===== src/ark_defines.svh =====
// Beam limits, pixel phase, CPU address map and memory sizes shared by the core RTL
`ifndef ARK_DEFINES_SVH
`define ARK_DEFINES_SVH

// ============================================================
// Beam counter limits
// ============================================================

// Horizontal counter reloads here after the last count
`define ARK_H_START 9'd128
`define ARK_H_END 9'd511

// Vertical limits before the centering offset is subtracted
`define ARK_V_BASE 9'd248
`define ARK_V_END_BASE 9'd511

// Value of the 3-bit divider at which the beam advances one pixel
`define ARK_PIX_PHASE 3'd4

// ============================================================
// Memory sizes and CPU address map
// ============================================================

// Video RAM holds 2K words, so 11 word address bits
`define ARK_VRAM_AW 11

// Upper address nibble of each decoded region
`define ARK_REG_VRAM 4'hE
`define ARK_REG_IO 4'hD

// I/O select codes taken from address bits 4:3
`define ARK_IO_LATCH 2'd1
`define ARK_IO_WDOG 2'd2
`define ARK_IO_SPIN 2'd3

`endif


===== src/ark_cpu_pkg.sv =====
// CPU-side types for the bus, the decoded video RAM request, the player controls and the latch
package ark_cpu_pkg;

	`include "ark_defines.svh"

	// Plain CPU bus, all strobes active high levels
	typedef struct packed {
		logic [15:0] addr;
		logic [7:0] wdata;
		logic rd;
		logic wr;
		logic iack;
	} cpu_bus_t;

	// Video RAM access decoded from the bus
	typedef struct packed {
		logic [`ARK_VRAM_AW-1:0] addr;
		// Byte select 0 picks bits 15:8 and 1 picks bits 7:0
		logic byte_sel;
		logic rd;
		logic wr;
	} vram_req_t;

	// Cabinet controls as they arrive at the board
	typedef struct packed {
		logic coin1;
		logic coin2;
		logic shot;
		logic service;
		logic tilt;
		logic start1;
		logic start2;
		// Bit 0 is the count clock and bit 1 the direction
		logic [1:0] spinner;
	} ctrl_in_t;

	// Main latch bits still used by the video side
	typedef struct packed {
		logic vflip;
		logic hflip;
	} main_latch_t;

endpackage


===== src/ark_video_pkg.sv =====
// Video-side types for the beam position, the sync outputs and the tile-fetch result
package ark_video_pkg;

	// One 9-bit beam count, shared by the horizontal and vertical counters
	typedef logic [8:0] beam_cnt_t;

	// Beam state broadcast from the timing generator to every peer
	typedef struct packed {
		beam_cnt_t h_cnt;
		beam_cnt_t v_cnt;
		// High for one clock at each pixel step
		logic pix_cen;
		// Game vblank, low during the vertical blanking interval
		logic n_vblank;
	} beam_t;

	// Sync and blanking outputs, hsync and blanks active high, vsync active low
	typedef struct packed {
		logic hsync;
		logic vsync;
		logic csync;
		logic hblank;
		logic vblank;
	} sync_out_t;

	// Graphics ROM address, tile code followed by the line within the tile
	typedef struct packed {
		logic [10:0] code;
		logic [2:0] line;
	} gfx_addr_t;

endpackage


===== src/cpu_io.sv =====
// CPU address decoder with read multiplexer, main latch, button ports and spinner counter
`timescale 1ns/1ns

`include "ark_defines.svh"

module cpu_io import ark_video_pkg::*, ark_cpu_pkg::*; (
	input logic clk_48m,
	input logic rst_n_i,
	input logic cpu_reset_n_i,
	input cpu_bus_t bus_i,
	input ctrl_in_t ctrl_i,
	input beam_t beam_i,
	output vram_req_t vram_req_o,
	input logic [7:0] vram_rdata_i,
	output logic [7:0] rdata_o,
	output main_latch_t latch_o,
	output logic wdog_clr_o
);

	logic region_vram;
	logic region_io;
	logic [1:0] io_sel;
	logic latch_wr;
	logic wdog_wr;
	logic wdog_wr_q;
	logic [7:0] buttons_a;
	logic [7:0] buttons_b;
	logic [7:0] io_rdata;
	logic [7:0] spin_cnt;
	logic [7:0] spin_snap;
	logic old_spin_clk;
	logic old_h0;
	main_latch_t latch_q;

	// ============================================================
	// Address decode
	// ============================================================

	assign region_vram = (bus_i.addr[15:12] == `ARK_REG_VRAM);
	assign region_io = (bus_i.addr[15:12] == `ARK_REG_IO);
	assign io_sel = bus_i.addr[4:3];

	// Word address from the upper bits, byte from bit 0
	assign vram_req_o.addr = bus_i.addr[`ARK_VRAM_AW:1];
	assign vram_req_o.byte_sel = bus_i.addr[0];
	assign vram_req_o.rd = region_vram & bus_i.rd;
	assign vram_req_o.wr = region_vram & bus_i.wr;

	// ============================================================
	// Read multiplexer
	// ============================================================

	// Start and coin port only answers when address bit 2 is set
	assign buttons_a = bus_i.addr[2]
		? {2'b01, ctrl_i.coin2, ctrl_i.coin1, ctrl_i.tilt, ctrl_i.service,
			ctrl_i.start2, ctrl_i.start1}
		: 8'hFF;
	// Fire button appears twice on this port
	assign buttons_b = {5'b11111, ctrl_i.shot, 1'b1, ctrl_i.shot};

	always_comb begin
		case (io_sel)
			`ARK_IO_LATCH: io_rdata = buttons_a;
			`ARK_IO_WDOG: io_rdata = buttons_b;
			`ARK_IO_SPIN: io_rdata = spin_snap;
			default: io_rdata = 8'hFF;
		endcase
	end

	// Nothing selected reads as a floating bus
	assign rdata_o = !bus_i.rd ? 8'hFF :
		region_vram ? vram_rdata_i :
		region_io ? io_rdata : 8'hFF;

	// ============================================================
	// Writes
	// ============================================================

	assign latch_wr = region_io & bus_i.wr & (io_sel == `ARK_IO_LATCH);
	assign wdog_wr = region_io & bus_i.wr & (io_sel == `ARK_IO_WDOG);

	// The latch follows the CPU reset so a watchdog reset clears the flips
	always_ff @(posedge clk_48m) begin
		if (!cpu_reset_n_i) begin
			latch_q <= '0;
		end else if (beam_i.pix_cen && latch_wr) begin
			latch_q.vflip <= bus_i.wdata[1];
			latch_q.hflip <= bus_i.wdata[0];
		end
	end

	assign latch_o = latch_q;

	// One clear pulse per watchdog write
	assign wdog_clr_o = wdog_wr & ~wdog_wr_q;

	// ============================================================
	// Spinner
	// ============================================================

	always_ff @(posedge clk_48m) begin
		if (!rst_n_i) begin
			wdog_wr_q <= 1'b0;
			old_spin_clk <= 1'b0;
			old_h0 <= 1'b0;
			spin_cnt <= 8'd0;
			spin_snap <= 8'd0;
		end else begin
			wdog_wr_q <= wdog_wr;
			old_spin_clk <= ctrl_i.spinner[0];
			old_h0 <= beam_i.h_cnt[0];
			// Count on the falling clock, up while the direction bit is low
			if (old_spin_clk && !ctrl_i.spinner[0]) begin
				spin_cnt <= ctrl_i.spinner[1] ? spin_cnt - 8'd1 : spin_cnt + 8'd1;
			end
			// Snapshot so the CPU never reads a count mid-change
			if (!old_h0 && beam_i.h_cnt[0]) begin
				spin_snap <= spin_cnt;
			end
		end
	end

endmodule


===== config.mk =====
export PLATFORM = sky130hd
export DESIGN_NAME = cpu_io
export DESIGN_NICKNAME = d
export VERILOG_FILES = /design/src/ark_cpu_pkg.sv /design/src/ark_video_pkg.sv /design/src/cpu_io.sv
export VERILOG_INCLUDE_DIRS = /design/src /design/src/src
export SDC_FILE = /design/constraint.sdc
export NUM_CORES = 1
export LEC_CHECK = 0
export ABC_AREA = 1
export BUFFER_PORTS_ARGS = -buffer_cell sky130_fd_sc_hd__clkbuf_2
export CAP_MARGIN = 20
export CORE_MARGIN = 2
export CORE_UTILIZATION = 38
export CTS_CLUSTER_DIAMETER = 40
export CTS_CLUSTER_SIZE = 24
export DETAILED_ROUTE_END_ITERATION = 7
export PLACE_DENSITY = 0.74
export SLEW_MARGIN = 20
export SYNTH_ARGS = -nofsm -noshare
export SYNTH_HDL_FRONTEND = slang
export SYNTH_SLANG_ARGS = --single-unit

===== constraint.sdc =====
create_clock -name clk_48m -period 2.6 [get_ports clk_48m]
set_input_delay 0.26 -clock clk_48m [delete_from_list [all_inputs] [get_ports clk_48m]]
set_output_delay 0.26 -clock clk_48m [all_outputs]
set_load 0.005 [all_outputs]

# Word level (Yosys, flattened, before mapping)
# Index checks and enable logic that the tools add are counted.
# word_totals
register_bits	21
elab_cells	32
output_inout_bits	25
# op_classes
n_eq_ne	5
add_sub_neg	2
bitwise	7
muxes	6
reduce_logical	5
# op_table
operator	count
8-bit two-way mux	5
8-bit one-hot mux with 3 select lines	1
8-bit by 1-bit adder with 8-bit output, second input constant	1
4-bit equality test, second input constant	2
8-bit by 1-bit subtractor with 8-bit output, second input constant	1
1-bit bitwise AND	6
2-bit equality test, second input constant	2
1-bit logical AND	3
2-bit by 1-bit equality test with 1-bit output, second input constant	1
1-bit zero test	2
1-bit NOT	1

# Depth between registers and ports, before layout
# Gate-level depths: netlist of the first run.
# logic_depth
depth_word	5
ltp_mapped	11

# Worst setup path before layout of the first run
# No wires, ideal clock.
# synth_timing
kind	flip-flop to flip-flop
from	register spin_cnt[0]
to	register spin_cnt[4]
stages_incl_launch_ff	11
arrival_time_ps	1305
synth_period_minus_slack_ps	1414
required_ps	2491
n_path_buf	0
path_slack_ps	1186
cell_sequence	dfxtp_1 inv_1 fa_1 inv_1 nand2_1 nand2_1 and2_4 or2_0 nand3_1 nand2_1 inv_1
# synth_between
elab_chain_len	2
elab_cells_between_ends	3
classes_between	add/sub (2); mux (1)
# synth_lines
element	line_no	text
from (decl)	cpu_io.sv:29	logic [7:0] spin_cnt;
from (signal assigned)	cpu_io.sv:114	spin_cnt <= ctrl_i.spinner[1] ? spin_cnt - 8'd1 : spin_cnt + 8'd1;
8-bit by 1-bit adder with 8-bit output or 8-bit by 1-bit subtractor with 8-bit output (tied branches)	cpu_io.sv:114	
8-bit two-way mux *	cpu_io.sv:114	
# Every way passes the cells marked *; elsewhere a longest branch is shown, timed or not.
# A chain may end at the register's enable or synchronous reset.

# Worst setup path in the final report of the first run
# Same ends and word-level chain as after synthesis.

==> results of run 1 <==
worst paths after layout:
kind / from / endpoint / cells after the start
worst min-delay path: beam_i[11] / old_h0 / 3
worst min register to register: spin_cnt[6] / spin_snap[6] / 2
worst max-delay path: spin_cnt[0] / spin_cnt[4] / 10
worst max register to register: spin_cnt[0] / spin_cnt[4] / 10
flip-flops by register name, indices dropped and copies added (netlist names):
register / flops
latch_o: 2
old_h0: 1
old_spin_clk: 1
spin_cnt: 8
spin_snap: 8
wdog_wr_q: 1
metal layers:
metal | vias up | global-route usage | share of wire
met3 | 3 | 0.0423 | 0.062
met2 | 28 | 0.246 | 0.46
met5 | - | 0 | 0
met4 | 0 | 0.0163 | 0.0024
li1 | 749 | - | -
met1 | 584 | 0.200 | 0.48
power by group through the flow:
stage          clock network [mW]  registers (mW)  logic [mW]
3_3_place_gp                    0           0.356       0.141
6_report                    0.151           0.348       0.144
3_5_place_dp                    0           0.356       0.144
2_1_floorplan                   0           0.353       0.108
4_1_cts                     0.161           0.348       0.145
5_1_grt                     0.175           0.350       0.170
worst max-delay path, stage by stage (launching register included):
cell and delay, ns:
dfxtp_1 0.34, inv_1 0.09, fa_1 0.43, inv_1 0.07
nand2_1 0.04, nand2_1 0.08, and2_4 0.14, or2_0 0.09
nand3_1 0.09, nand2_1 0.08, inv_1 0.03
final cells by class:
class                           count  area [um2]
Fill cell                         359        1790
Multi-Input combinational cell    139         711
Sequential cell                    21         420
Timing Repair Buffer               49         248
Inverter                           36         135
Tap cell                           46        57.6
Clock buffer                        4        26.3
through the flow:
stage          std cells   util  hold WS, ns
5_1_grt              295  0.471        0.149
4_1_cts              295  0.471        0.135
3_5_place_dp         291  0.464        0.459
6_report             295  0.471        0.148
3_3_place_gp         291  0.464        0.457
2_1_floorplan        211      -        0.353
cell families after synthesis:
family          after synthesis
fa+ha+maj                     7
buf+inv                      51
simple gates                 89
compound gates               41
xor+xnor                      2
flops                        21
placed cells by master, fill, tap and decap left out, types with 2 or more instances in the layout:
| master | n |
|---|---|
| o22ai_1 | 4 |
| clkbuf_2 | 48 |
| clkbuf_4 | 3 |
| a21oi_1 | 16 |
| nand2_1 | 32 |
| ha_1 | 6 |
| o21ai_0 | 18 |
| nor2_1 | 35 |
| dfxtp_1 | 21 |
| nand3_1 | 13 |
| a41oi_1 | 2 |
| nand3b_1 | 3 |
| inv_1 | 36 |
==> summary.txt, run 1 <==
diodes inserted - 0
flop2flop setup slack - 1.03 ns
DR pass1 iterations - 4
Gate power share - 0.224
Residual DRC - 0
top cells by area, synth - dfxtp_1, inv_1, nor2_1, nand2_1, o21ai_0
first-pass GRT wire length - 5110 um
post-synthesis mux area share - 0
Port Buffer Count - 48
asr flop ratio synth - 0
Die Y - 64.0 um
Final Hold Viols - 0
most common cell in the netlist - inv_1
vias per cell - 4.62
Leakage - 0.878 nW
Yosys top cell area share - 0.307
Core Rows - 21
Pwr Total - 0.643 mW
Initial Util - 0.404
post-synth net total - 285
Num CTS Buffers - 3
largest net degree at the start of global routing - 16
Ports - 92
placeable core area - 3390 um2
internal cell power - 0.462 mW
Synth Area in Compound Gates - 0.161
Clk pwr share - 0.235
Post-Synthesis Cells - 211
clock latency on the worst-skew pair - 0.30 ns
Yosys top cell by area - dfxtp_1
post-synthesis sequential area ratio - 0.307
Nets - 324
CP Max Fanout - 4
Post-synth EDFFs - 0
synth warn - 0
post-CTS sizing - 0
RSZ-0062 raised after global routing - false
Post-DP Area - 1570 um2
Hold Crit Class - input pin to register
slack of the critical path - 1.03 ns
Post-synth top flop - dfxtp_1
Post-CTS Setup Inserts - 0
hold_buf cts - 0
Final setup violation count - 0
status - complete, no violations
Worst Path Arrival - 1.78 ns
htree depth - 1
Clock Pin Slew Worst Setup and Hold Paths - 0.11 ns
post-DP HPWL - 2410 um
worst slew pin tran - 0.648 ns
Congestion Overflow GR - 0
Clock Tree Buf Depth - 2
PD cells - 402 nW/um2
Post-synth top cells - inv_1, nor2_1, nand2_1
Avg Synthesized Cell Area - 6.49 um2
Final Cell Area - 1600 um2
Clock Sinks - 21
setup slack at placement - 0.843 ns
CTS tree - done
Worst Path Required - 2.81 ns
Psw - 0.181 mW
Synth Area in Simple Gates - 0.276
Max Slew Vio Count - 0
Final Cycle Share - 0.603
post-route setup TNS - 0 ns
#FFs+latches synth - 21
clk root buf - clkbuf_4
via count - 1364
vias in the first global route - 1253
adder-cell share of the synthesized area - 0.0694
crit path kind - register to register
CP endpoint kind - register
sequential power share - 0.541
XOR/XNOR Fraction of Synth Area - 0.0128
Switching Share - 0.282
fin crit period - 1.57 ns
Critical Path Start Type - register
Max Cap Viol - 0
Max Fclk - 638 MHz
share of layout cells above drive strength 1 - 0.217
Avg WL per Cell - 9.89 um
Synth cell types - 24
largest family of logic cells by synthesized area - simple AND/OR/NAND/NOR gates
synthesized area - 1370 um2
final wirelength - 2920 um
antenna violations before repair - 0
die width - 64.0 um
gr usage total - 0.150
initial DRC count - 67
synthesis-to-layout area growth - 16.6%
clock skew - 0.000388 ns
die area - 4100 um2
DRT antenna net count - 0
Routability Congestion - 0.798
Worst VDD drop - 0.255 mV
Worst slew margin - 0.566
No activity file was read; power rests on OpenSTA's default activity.
==> run 2, diff against run 1 <==
Settings changed: PLACE_DENSITY 0.74 to 0.77.
Clock period 2.6 ns to 1.35 ns, I/O delays scaled along.
==> summary.txt, run 2 (synthesis gave the netlist of run 1 again) <==
largest net degree at the start of global routing - 16 (unchanged)
Pwr Total - 1.34 mW (+110%)
path depth of the worst reg2reg path - 10 (unchanged)
dpl cells - 307 (+5.5%)
cells along the critical path - inv_2 > fa_2 > inv_2 > nand2_2 > nand2_2 > and2_4 > or2_0 > nand3_1 > nand2_1 > inv_1
vias in the first global route - 1293 (+3.2%)
Nets - 344 (+6.2%)
Psw - 0.394 mW (+120%)
DR pass1 iterations - 4 (unchanged)
crit path kind - register to register
htree depth - 1 (unchanged)
CP Max Fanout - 2 (-2)
Critical R2R Launch - spin_cnt[0]
via count - 1479 (+8.4%)
internal cell power - 0.949 mW (+110%)
Port Buffer Count - 48 (unchanged)
Die Y - 64.0 um (unchanged)
status - complete, but fails checks
Routability Congestion - 0.769 (-3.6%)
share of layout cells above drive strength 1 - 0.357 (+0.140)
worst path bufs/invs - 3 (unchanged)
critical path's top delay family - simple AND/OR/NAND/NOR gates
Hold Crit Class - input pin to register
clk root buf - clkbuf_4
Initial Util - 0.404 (unchanged)
post-DP HPWL - 2620 um (+8.6%)
DRT antenna net count - 0 (unchanged)
Congestion Overflow GR - 0 (unchanged)
Worst Path Required - 1.57 ns (-1.24 ns)
antenna violations before repair - 0 (unchanged)
Clock Pin Slew Worst Setup and Hold Paths - 0.11 ns (about the same)
die area - 4100 um2 (unchanged)
fin cells - 315 (+6.8%)
first-pass GRT wire length - 5330 um (+4.3%)
Leakage - 0.984 nW (+12%)
Avg WL per Cell - 10.2 um (+3.4%)
Max Slew Vio Count - 0 (unchanged)
most frequent cells in the layout - clkbuf_2, inv_1, nor2_1
Stages on worst setup path - 10 (unchanged)
Final Hold Viols - 0 (unchanged)
worst slew pin tran - 0.359 ns (-0.290 ns)
Worst slew margin - 0.761 (+0.195)
Num CTS Buffers - 3 (unchanged)
die width - 64.0 um (unchanged)
Clock Sinks - 21 (unchanged)
CTS tree - done
Worst R2R End - spin_cnt[4]
Final setup violation count - 2 (+2)
flop2flop setup slack - -0.03 ns (-1.06 ns)
commonest non-fill, non-tap cell in the layout - clkbuf_2
Residual DRC - 0 (unchanged)
PD cells - 719 nW/um2 (+79%)
Setup crit end - spin_cnt[4]
Critical Path Start Type - register
CP startpoint - spin_cnt[0]
Clk pwr share - 0.222 (-0.013)
vias per cell - 4.70 (+1.5%)
Max Fclk - 724 MHz (+13%)
final wirelength - 3220 um (+10%)
Worst Path Arrival - 1.60 ns (-0.18 ns)
Max Cap Viol - 0 (unchanged)
clock skew - 0.00299 ns (+0.00260 ns)
synthesis-to-layout area growth - 36.3%
initial DRC count - 51 (-24%)
placeable core area - 3390 um2 (unchanged)
diodes inserted - 0 (unchanged)
Switching Share - 0.294 (+0.0121)
sequential power share - 0.503 (-0.038)
Ports - 92 (unchanged)
gr usage total - 0.159 (+0.00950)
fin crit period - 1.38 ns (-0.185 ns)
RSZ-0062 raised after global routing - true
Core Rows - 21 (unchanged)
Slowest-stage cell, CP - fa_2
Clock Tree Buf Depth - 2 (unchanged)
Worst VDD drop - 0.734 mV (+190%)
critical path's largest stage delay - 0.36 ns (-0.07 ns)
CP endpoint kind - register
slack of the critical path - -0.0315 ns (-1.06 ns)
failing checks - setup timing
clock latency on the worst-skew pair - 0.30 ns (about the same)
hold_buf cts - 0 (unchanged)
Final Cycle Share - 1.02 (+0.421)
Gate power share - 0.275 (+0.051)
## run 2: cell types whose count changed in the layout (fill, tap and decap cells not counted), sizes merged
cell / before / now
buf: 1 / 21
clkinv: 0 / 1
clkbuf: 52 / 51
## run 2: power groups by stage
stage | logic [mW] | clock network [mW] | registers (mW)
2_1_floorplan | 0.210 | 0 | 0.680
3_3_place_gp | 0.313 | 0 | 0.683
3_5_place_dp | 0.321 | 0 | 0.684
4_1_cts | 0.329 | 0.315 | 0.672
5_1_grt | 0.424 | 0.339 | 0.678
6_report | 0.370 | 0.298 | 0.675
## run 2: worst min-delay path by stage
| stage | cells past startpoint | startpoint | to |
|---|---|---|---|
| 5_1_grt | 3 | ctrl_i[0] | old_spin_clk |
| 3_3_place_gp | 0 | bus_i[11] | vram_req_o[2] |
| 2_1_floorplan | 2 | beam_i[11] | old_h0 |
| 6_report | 3 | beam_i[11] | old_h0 |
| 3_5_place_dp | 0 | bus_i[11] | vram_req_o[2] |
| 4_1_cts | 3 | ctrl_i[0] | old_spin_clk |
## run 2: final cells by class
cell class                      instances  area, um2
Inverter                               36        135
Fill cell                             331       1520
Sequential cell                        21        425
Timing Repair Buffer                   69        398
Clock inverter                          1       5.00
Clock buffer                            3       22.5
Multi-Input combinational cell        139        825
Tap cell                               46       57.6
## run 2: metal layers
metal	up-vias	GRT usage	wire length, um
met5	-	0	0
met4	0	0.0163	0
met3	0	0.0458	185
met2	44	0.260	1560
met1	655	0.214	1470
li1	780	-	-
## run 2: through the flow
stage	setup TNS [ns]	utilization	hold slack, ns	setup WS (ns)	area (um2)
final	-0.0624	0.551	0.0186	-0.0315	1870
after CTS	-0.0889	0.516	0.00164	-0.0494	1750
after detailed placement	-0.471	0.500	0.270	-0.148	1690
after floorplan	0	-	0.228	0.00167	1370
after global placement	-0.375	0.500	0.270	-0.120	1690
after global routing	-0.342	0.551	0.0151	-0.124	1870
## run 2: what timing repair did
action,4_1_cts,5_1_grt
endpoints found under the setup margin,4,6
pin swaps,5,11
buffers inserted,1,3
resized for setup,5,17
## run 2: worst register-to-register path, delay by kind of cell (launching register included)
kind / cells / cell delay (ns)
and+or+nand+nor: 6 / 0.45
buffers and inverters: 3 / 0.14
adders and majority gates: 1 / 0.36
DFF: 1 / 0.35
==> run 3, diff against run 2 <==
Settings changed: SKIP_CTS_REPAIR_TIMING set to 1.
==> summary.txt, run 3 (synthesis gave the netlist of run 1 again) <==
status - complete, but fails checks
failing checks - setup timing
Clock Sinks - 21 (unchanged)
Ports - 92 (unchanged)
Switching Share - 0.295 (+0.00159)
post-route setup TNS - -0.0585 ns (+0.00390 ns)
CTS tree - done
internal cell power - 0.950 mW (+0.13%)
Max Cap Viol - 0 (unchanged)
Initial Util - 0.404 (unchanged)
largest net degree at the start of global routing - 16 (unchanged)
share of layout cells above drive strength 1 - 0.362 (+0.00506)
Worst Path Required - 1.57 ns (about the same)
final hold slack - 0.0179 ns (-0.000667 ns)
die area - 4100 um2 (unchanged)
DR pass1 iterations - 5 (+1)
Hold Crit Class - input pin to register
Critical Path Start Type - register
vias per cell - 4.72 (+0.59%)
crit path kind - register to register
fin crit period - 1.38 ns (+0.00202 ns)
placeable core area - 3390 um2 (unchanged)
post-DP HPWL - 2620 um (unchanged)
worst slew pin tran - 0.359 ns (+0.000611 ns)
Nets - 343 (-0.29%)
most frequent cells in the layout - clkbuf_2, nor2_1, inv_1
Final setup violation count - 2 (unchanged)
Congestion Overflow GR - 0 (unchanged)
worst path bufs/invs - 3 (unchanged)
Worst slew margin - 0.761 (about the same)
die width - 64.0 um (unchanged)
htree depth - 1 (unchanged)
vias in the first global route - 1282 (-0.85%)
Routability Congestion - 0.769 (unchanged)
cells along the critical path - inv_2 > fa_2 > inv_2 > nand2_2 > nand2_2 > and2_4 > or2_0 > nand3_1 > nand2_1 > inv_1
CP endpoint kind - register
Max Slew Vio Count - 0 (unchanged)
Num CTS Buffers - 3 (unchanged)
Clk pwr share - 0.222 (about the same)
Clock Pin Slew Worst Setup and Hold Paths - 0.12 ns (about the same)
via count - 1483 (+0.27%)
Worst Path Arrival - 1.60 ns (about the same)
Gate power share - 0.277 (+0.002)
DRT antenna net count - 0 (unchanged)
final wirelength - 3270 um (+1.5%)
fin cells - 314 (-0.32%)
synthesis-to-layout area growth - 36.5%
Leakage - 0.985 nW (+0.11%)
Core Rows - 21 (unchanged)
RSZ-0062 raised after global routing - true
Port Buffer Count - 48 (unchanged)
Clock Tree Buf Depth - 2 (unchanged)
gr usage total - 0.156 (-0.00297)
Residual DRC - 0 (unchanged)
Pwr Total - 1.35 mW (+0.36%)
PD cells - 720 nW/um2 (+0.22%)
sequential power share - 0.501 (-0.002)
Worst VDD drop - 0.736 mV (+0.19%)
clock skew - 0.00329 ns (+0.000297 ns)
initial DRC count - 56 (+9.8%)
Max Fclk - 723 MHz (-0.15%)
Psw - 0.398 mW (+0.90%)
first-pass GRT wire length - 5250 um (-1.6%)
Slowest-stage cell, CP - fa_2
Final Cycle Share - 1.02 (+0.00150)
clock latency on the worst-skew pair - 0.30 ns (about the same)
antenna violations before repair - 0 (unchanged)
diodes inserted - 0 (unchanged)
dpl cells - 307 (unchanged)
CP Max Fanout - 2 (unchanged)
Avg WL per Cell - 10.4 um (+1.8%)
critical path's largest stage delay - 0.36 ns (about the same)
commonest non-fill, non-tap cell in the layout - clkbuf_2
slack of the critical path - -0.0335 ns (-0.00202 ns)
critical path's top delay family - simple AND/OR/NAND/NOR gates
Die Y - 64.0 um (unchanged)
Final Hold Viols - 0 (unchanged)
clk root buf - clkbuf_4
final core occ - 0.552 (+0.000738)
[run 3: changes by cell type in the layout (fill, tap and decap cells not counted), sizes merged]
cell	previous run	this run
buf	21	20
[run 3: area by class of cell]
cell class	instances	area, um2
Fill cell	333	1520
Multi-Input combinational cell	139	835
Sequential cell	21	425
Timing Repair Buffer	68	390
Inverter	36	135
Tap cell	46	57.6
Clock buffer	3	22.5
Clock inverter	1	5.00
[run 3: path summary, 6_finish.rpt]
kind,from,to,slack (ns),cells past startpoint
setup / recovery,spin_cnt[1],spin_cnt[4],-0.03,10
setup reg to reg,spin_cnt[1],spin_cnt[4],-0.03,10
hold / removal,beam_i[11],old_h0,0.02,3
hold reg to reg,latch_o[1],latch_o[1],0.49,2
[run 3: layer usage]
layer  vias up  routed length (um)  GRT usage
met5         -                   0          0
met4         0                   0     0.0163
met3         0                 170     0.0458
met2        33                1600      0.259
met1       669                1500      0.207
li1        781                   -          -
[run 3: through the flow]
| step | area (um2) | worst slack [ns] |
|---|---|---|
| 2_1_floorplan | 1370 | 0.00167 |
| 3_3_place_gp | 1690 | -0.120 |
| 3_5_place_dp | 1690 | -0.148 |
| 4_1_cts | 1720 | -0.0768 |
| 5_1_grt | 1870 | -0.131 |
| 6_report | 1870 | -0.0335 |
[run 3: tightest hold or removal path: cells and delay by family]
family | cells | cell delay [ns]
simple gates | 1 | 0.04
buf+inv | 2 | 0.13
[run 3: power groups by stage]
| stage | combinational (mW) | sequential [mW] | clock, mW |
|---|---|---|---|
| 3_5_place_dp | 0.321 | 0.684 | 0 |
| 3_3_place_gp | 0.313 | 0.683 | 0 |
| 6_report | 0.373 | 0.675 | 0.299 |
| 2_1_floorplan | 0.210 | 0.680 | 0 |
| 5_1_grt | 0.428 | 0.679 | 0.339 |
| 4_1_cts | 0.323 | 0.670 | 0.315 |
